===== src/icache_cfg.svh =====
`ifndef ICACHE_CFG_SVH
`define ICACHE_CFG_SVH

//////////////////////////////////////////////////
// Cache geometry
//////////////////////////////////////////////////

`define ICACHE_ADDR_W   32
`define ICACHE_LINE_W   128
`define ICACHE_NWAY     2
`define ICACHE_NSET     16

// Byte offset inside a 16 byte line
`define ICACHE_OFFSET_W 4
`define ICACHE_INDEX_W  4
`define ICACHE_TAG_W    24

// Victim selection, must stay nonzero
`define ICACHE_LFSR_SEED 16'hace1

`endif


===== src/icache_mem_pkg.sv =====
`include "icache_cfg.svh"

package icache_mem_pkg;

    //////////////////////////////////////////////////
    // Address fields
    //////////////////////////////////////////////////

    typedef logic [`ICACHE_ADDR_W-1:0]  addr_t;
    typedef logic [`ICACHE_INDEX_W-1:0] index_t;
    typedef logic [`ICACHE_TAG_W-1:0]   tag_t;

    //////////////////////////////////////////////////
    // Storage entries
    //////////////////////////////////////////////////

    typedef logic [`ICACHE_LINE_W-1:0] line_t;

    // One entry of the tag array
    typedef struct packed {
        logic valid;
        tag_t tag;
    } tag_entry_t;

    typedef logic [$clog2(`ICACHE_NWAY)-1:0] way_sel_t;

endpackage


===== src/icache_way_if.sv =====
`timescale 1ns/1ps

interface icache_way_if;

    // Controller side
    logic                       en;
    logic                       we;
    icache_mem_pkg::index_t     index;
    icache_mem_pkg::tag_t       cmp_tag;
    icache_mem_pkg::tag_entry_t wentry;
    icache_mem_pkg::line_t      wline;

    // Lookup result, one cycle after en
    logic                  hit;
    icache_mem_pkg::line_t rline;

    modport ctrl (
        output en, we, index, cmp_tag, wentry, wline
    );

    modport way (
        input  en, we, index, cmp_tag, wentry, wline,
        output hit, rline
    );

    modport sel (
        input hit, rline
    );

endinterface


===== src/icache_way.sv =====
`timescale 1ns/1ps
`include "icache_cfg.svh"

module icache_way (
    input logic       clk,
    icache_way_if.way port
);

    //////////////////////////////////////////////////
    // Arrays
    //////////////////////////////////////////////////

    icache_mem_pkg::tag_entry_t tag_mem  [`ICACHE_NSET];
    icache_mem_pkg::line_t      data_mem [`ICACHE_NSET];

    // Synchronous read registers
    icache_mem_pkg::tag_entry_t tag_q;
    icache_mem_pkg::line_t      line_q;

    // Single port, a write blocks the read
    always_ff @(posedge clk) begin
        if (port.we) begin
            tag_mem[port.index] <= port.wentry;
            // Invalidation only touches the tag
            if (port.wentry.valid) begin
                data_mem[port.index] <= port.wline;
            end
        end else if (port.en) begin
            tag_q  <= tag_mem[port.index];
            line_q <= data_mem[port.index];
        end
    end

    //////////////////////////////////////////////////
    // Tag compare
    //////////////////////////////////////////////////

    assign port.hit   = tag_q.valid && (tag_q.tag == port.cmp_tag);
    assign port.rline = line_q;

endmodule


===== src/flat_wrapper.sv =====
// flat-port wrapper written by rule: the top's interface ports become plain ports
module icache_way_flat 
  (clk, port_en, port_we, port_index, port_cmp_tag, port_wentry, port_wline, port_hit, port_rline);
  icache_way_if port_i ();
  input logic clk;
  input wire logic [$bits(port_i.en)-1:0] port_en;
  input wire logic [$bits(port_i.we)-1:0] port_we;
  input wire logic [$bits(port_i.index)-1:0] port_index;
  input wire logic [$bits(port_i.cmp_tag)-1:0] port_cmp_tag;
  input wire logic [$bits(port_i.wentry)-1:0] port_wentry;
  input wire logic [$bits(port_i.wline)-1:0] port_wline;
  output wire logic [$bits(port_i.hit)-1:0] port_hit;
  output wire logic [$bits(port_i.rline)-1:0] port_rline;
  assign port_i.en = port_en;
  assign port_i.we = port_we;
  assign port_i.index = port_index;
  assign port_i.cmp_tag = port_cmp_tag;
  assign port_i.wentry = port_wentry;
  assign port_i.wline = port_wline;
  assign port_hit = port_i.hit;
  assign port_rline = port_i.rline;
  icache_way u_core (.clk(clk), .port(port_i));
endmodule

===== config.mk =====
export PLATFORM = sky130hd
export DESIGN_NAME = icache_way_flat
export DESIGN_NICKNAME = d
export VERILOG_FILES = /design/src/icache_mem_pkg.sv /design/src/icache_way_if.sv /design/src/icache_way.sv /design/src/flat_wrapper.sv
export VERILOG_INCLUDE_DIRS = /design/src /design/src/src
export SDC_FILE = /design/constraint.sdc
export NUM_CORES = 2
export LEC_CHECK = 0
export ABC_AREA = 1
export ABC_CLOCK_PERIOD_IN_PS = 12300
export BUFFER_PORTS_ARGS = -buffer_cell sky130_fd_sc_hd__buf_4
export CAP_MARGIN = 20
export CORE_MARGIN = 10
export CORE_UTILIZATION = 54
export CTS_CLUSTER_DIAMETER = 40
export CTS_CLUSTER_SIZE = 25
export DETAILED_ROUTE_END_ITERATION = 6
export GPL_TIMING_DRIVEN = 0
export PLACE_DENSITY_LB_ADDON = 0.12
export REMOVE_ABC_BUFFERS = 1
export SYNTH_ARGS = -nofsm -noshare
export SYNTH_HDL_FRONTEND = slang
export SYNTH_SLANG_ARGS = --single-unit
export TNS_END_PERCENT = 10

===== constraint.sdc =====
create_clock -name clk -period 12.3 [get_ports clk]
set_input_delay 1.23 -clock clk [delete_from_list [all_inputs] [get_ports clk]]
set_output_delay 1.23 -clock clk [all_outputs]
set_load 0.05 [all_outputs]

==> impl_metrics.ini <==
[run_status]
outcome = finished, final reports clean

[logic_synthesis]
syn_avg_cell_area_um2 = 11.69
yosys_warnings = 0
yosysUniqueCellTypes = 16
synth_seq_cells = 2601
ys_seq_area_share_pct = 74.44
netlist_area_um2 = 104900
synth_cells = 8979

[setup_path]
cp_num_cells = 14
crit_type = primary input to register
critPathLaunchType = primary input
timing.critical_path.mode_cell = buf_6
arrival_ns = 6.56
crit_fanout = 146
cp_cell_sequence = buf_8 > buf_16 > buf_16 > buf_16 > buf_16 > nand2_1 > nor3_2 > buf_8 > buf_6 > buf_6 > buf_8 > buf_6 > buf_6 > buf_6
critPathBufInv = 12
cp.required_ns = 12.94
cp_slowest_cell = nor3_2
cp_top_family = buffers and inverters
worstSetupEndpointType = register
ff2ff_path_depth = 8
cpPeakStageDelay_ns = 0.87

[global_routing]
antenna_found_initial = 41
overflow = 0
grt_first_pass_wirelength_um = 397700
grt_max_degree = 197
grt_usage_pct = 24.45
grt_pass1_vias = 64250

[timing]
setup_ws_ns = 6.387
slew_headroom_pct = 26.87
drv_slew = 0
hold_violations = 0
finalSetupViolations = 0
finalCriticalPeriod_ns = 5.913
rsz0062_at_grt = false
worstMarginPinSlew_ns = 1.097
fmax_mhz = 169.1
period_share_pct = 48.08
hold_ws_ns = 0.5802
finalClockSkew_ns = 0.03265
setup_tns_ns = 0

[cts]
cts_resized = 0
htreeDepth = 5
cts_buffer_depth = 4
clkSinkCount = 2601
path_clk_slew_ns = 0.06
clkLatencyLatePin_ns = 0.93
post-cts-setup-buffers = 0
cts_hold_buf = 0
cts_tree = built
cts_inserted_buffers = 351
clock-root-buffer = clkbuf_16

[floorplan]
ios = 313
die_h_um = 460.8
initial_utilization_pct = 54.37
dieWidth_um = 460.8
coreArea_um2 = 193000
fp.dieArea_um2 = 212300
row_count = 161

[routing]
ant_nets = 0
wl_met3_um = 21380
routed_wl_um = 265800
wire_per_inst_um = 21.60
drt_drc_violations_left = 0
wl_met2_um = 123900
top_layer = met5
vias = 68030
drtPass1Iterations = 6
wl_met1_um = 113200
via_per_inst = 5.528
drtIter0Drc = 6577

[final_layout]
nets = 9673
final_util_pct = 64.83
syn2layout_area_growth_pct = 19.24
drive_gt1_share_pct = 13.47

[power_and_ir_drop]
peakVddDrop_v = 0.0001203
power_leakage_nw = 48.47
total_power_mw = 21.08
power_density_nw_per_um2 = 168.5

[placed_design]
post-place-ws_ns = 5.520
dp_hpwl_um = 156100
gp_congestion = 0.7252
portBuffers = 312

[min_path]
hold_depth = 1
hold_class = primary input to register

[run]
maxCapViolations = 0
## logic make-up after synthesis
logic type	count (synthesis)	share of synthesized area [%]
xor gates and xnor gates	5	0.04173
and+or+nand+nor	5478	21.81
DFF	2601	74.44
AOI/OAI and AO/OA	1	0.007158
buffers and inverters	894	3.705
## layer usage
metal,up-vias,global-route usage (%)
met5,-,0
li1,32020,-
met3,490,4.942
met4,36,7.619
met1,32940,34.79
met2,2541,38.18
## report_power, final
| group | switching [mW] | internal (mW) | total, mW |
|---|---|---|---|
| combinational | 0.808 | 0.324 | 1.13 |
| clock | 3.94 | 6.07 | 10.0 |
| sequential | 0.0397 | 9.91 | 9.94 |
## state kept, by name, indices dropped and copies added, names as in the netlist
register	flops
u_core.tag_q	25
u_core.tag_mem	400
u_core.port.rline	128
u_core.data_mem	2048
## path summary, 6_finish.rpt
check                          from                 endpoint  slack (ns)
max                   port_index[1]   u_core.data_mem[3][99]        6.39
min reg2reg  u_core.data_mem[0][39]    u_core.port.rline[39]        0.72
max reg2reg    u_core.tag_mem[5][2]          u_core.tag_q[2]       11.02
min                 port_wline[118]  u_core.data_mem[4][118]        0.58
## metrics by stage
stage,instances,area [um^2]
detailed placement,11660,113400
CTS,12290,125100
finish,12310,125100
floorplan,8436,102400
global placement,11270,107900
global route,12300,125100
## cell type report
cell class,count,area (um^2)
Fill cell,14280,67870
Multi-Input combinational cell,5484,23150
Clock buffer,377,9051
Tap cell,2526,3161
Sequential cell,2601,78100
Antenna cell,16,40.04
Timing Repair Buffer,700,7646
Inverter,351,1348
Clock inverter,250,2613
## synth_stat cells (all sizes together)
master / number / area share [%]
xnor2: 4 / 0.033
edfxtp: 2601 / 74
clkbuf: 127 / 0.45
nand3: 1531 / 7.3
xor2: 1 / 0.0083
nand2: 3741 / 13
nor3: 16 / 0.076
inv: 351 / 1.3
nor2: 37 / 0.13
buf: 416 / 2.0
o211ai: 1 / 0.0072
nand4: 153 / 0.91
## cell usage in the layout, fill, tap and decap left out
cell        netlist  layout
inv_1           346     346
clkinv_1          0      34
clkinv_2          0      25
buf_12            0      31
nand2_1        3741    3741
inv_8             0      23
nor2_1           37      18
clkinv_8          0       5
inv_6             0      67
edfxtp_1       2601    2601
buf_6             1     247
buf_8             0      34
buf_16            0      41
diode_2           0      16
xnor2_1           4       4
bufinv_16         0      30
inv_12            0       1
o211ai_1          1       1
inv_2             5       1
clkbuf_1        127      18
xor2_1            1       1
clkbuf_16         0     359
nand4_1         153     153
nand3_1        1531    1531
buf_4            14     347
clkinv_4          0      34
nor2_4            0      19
nor3_2            0      16
clkinvlp_4        0      35
## worst reg2reg max path: cells and delay by family, from the launching register on
kind / cells / cell delay [ns]
buffers and inverters: 1 / 0.06
and+or+nand+nor: 7 / 0.56
DFF: 1 / 0.40
Note: power is estimated with default switching activity, not from simulation.
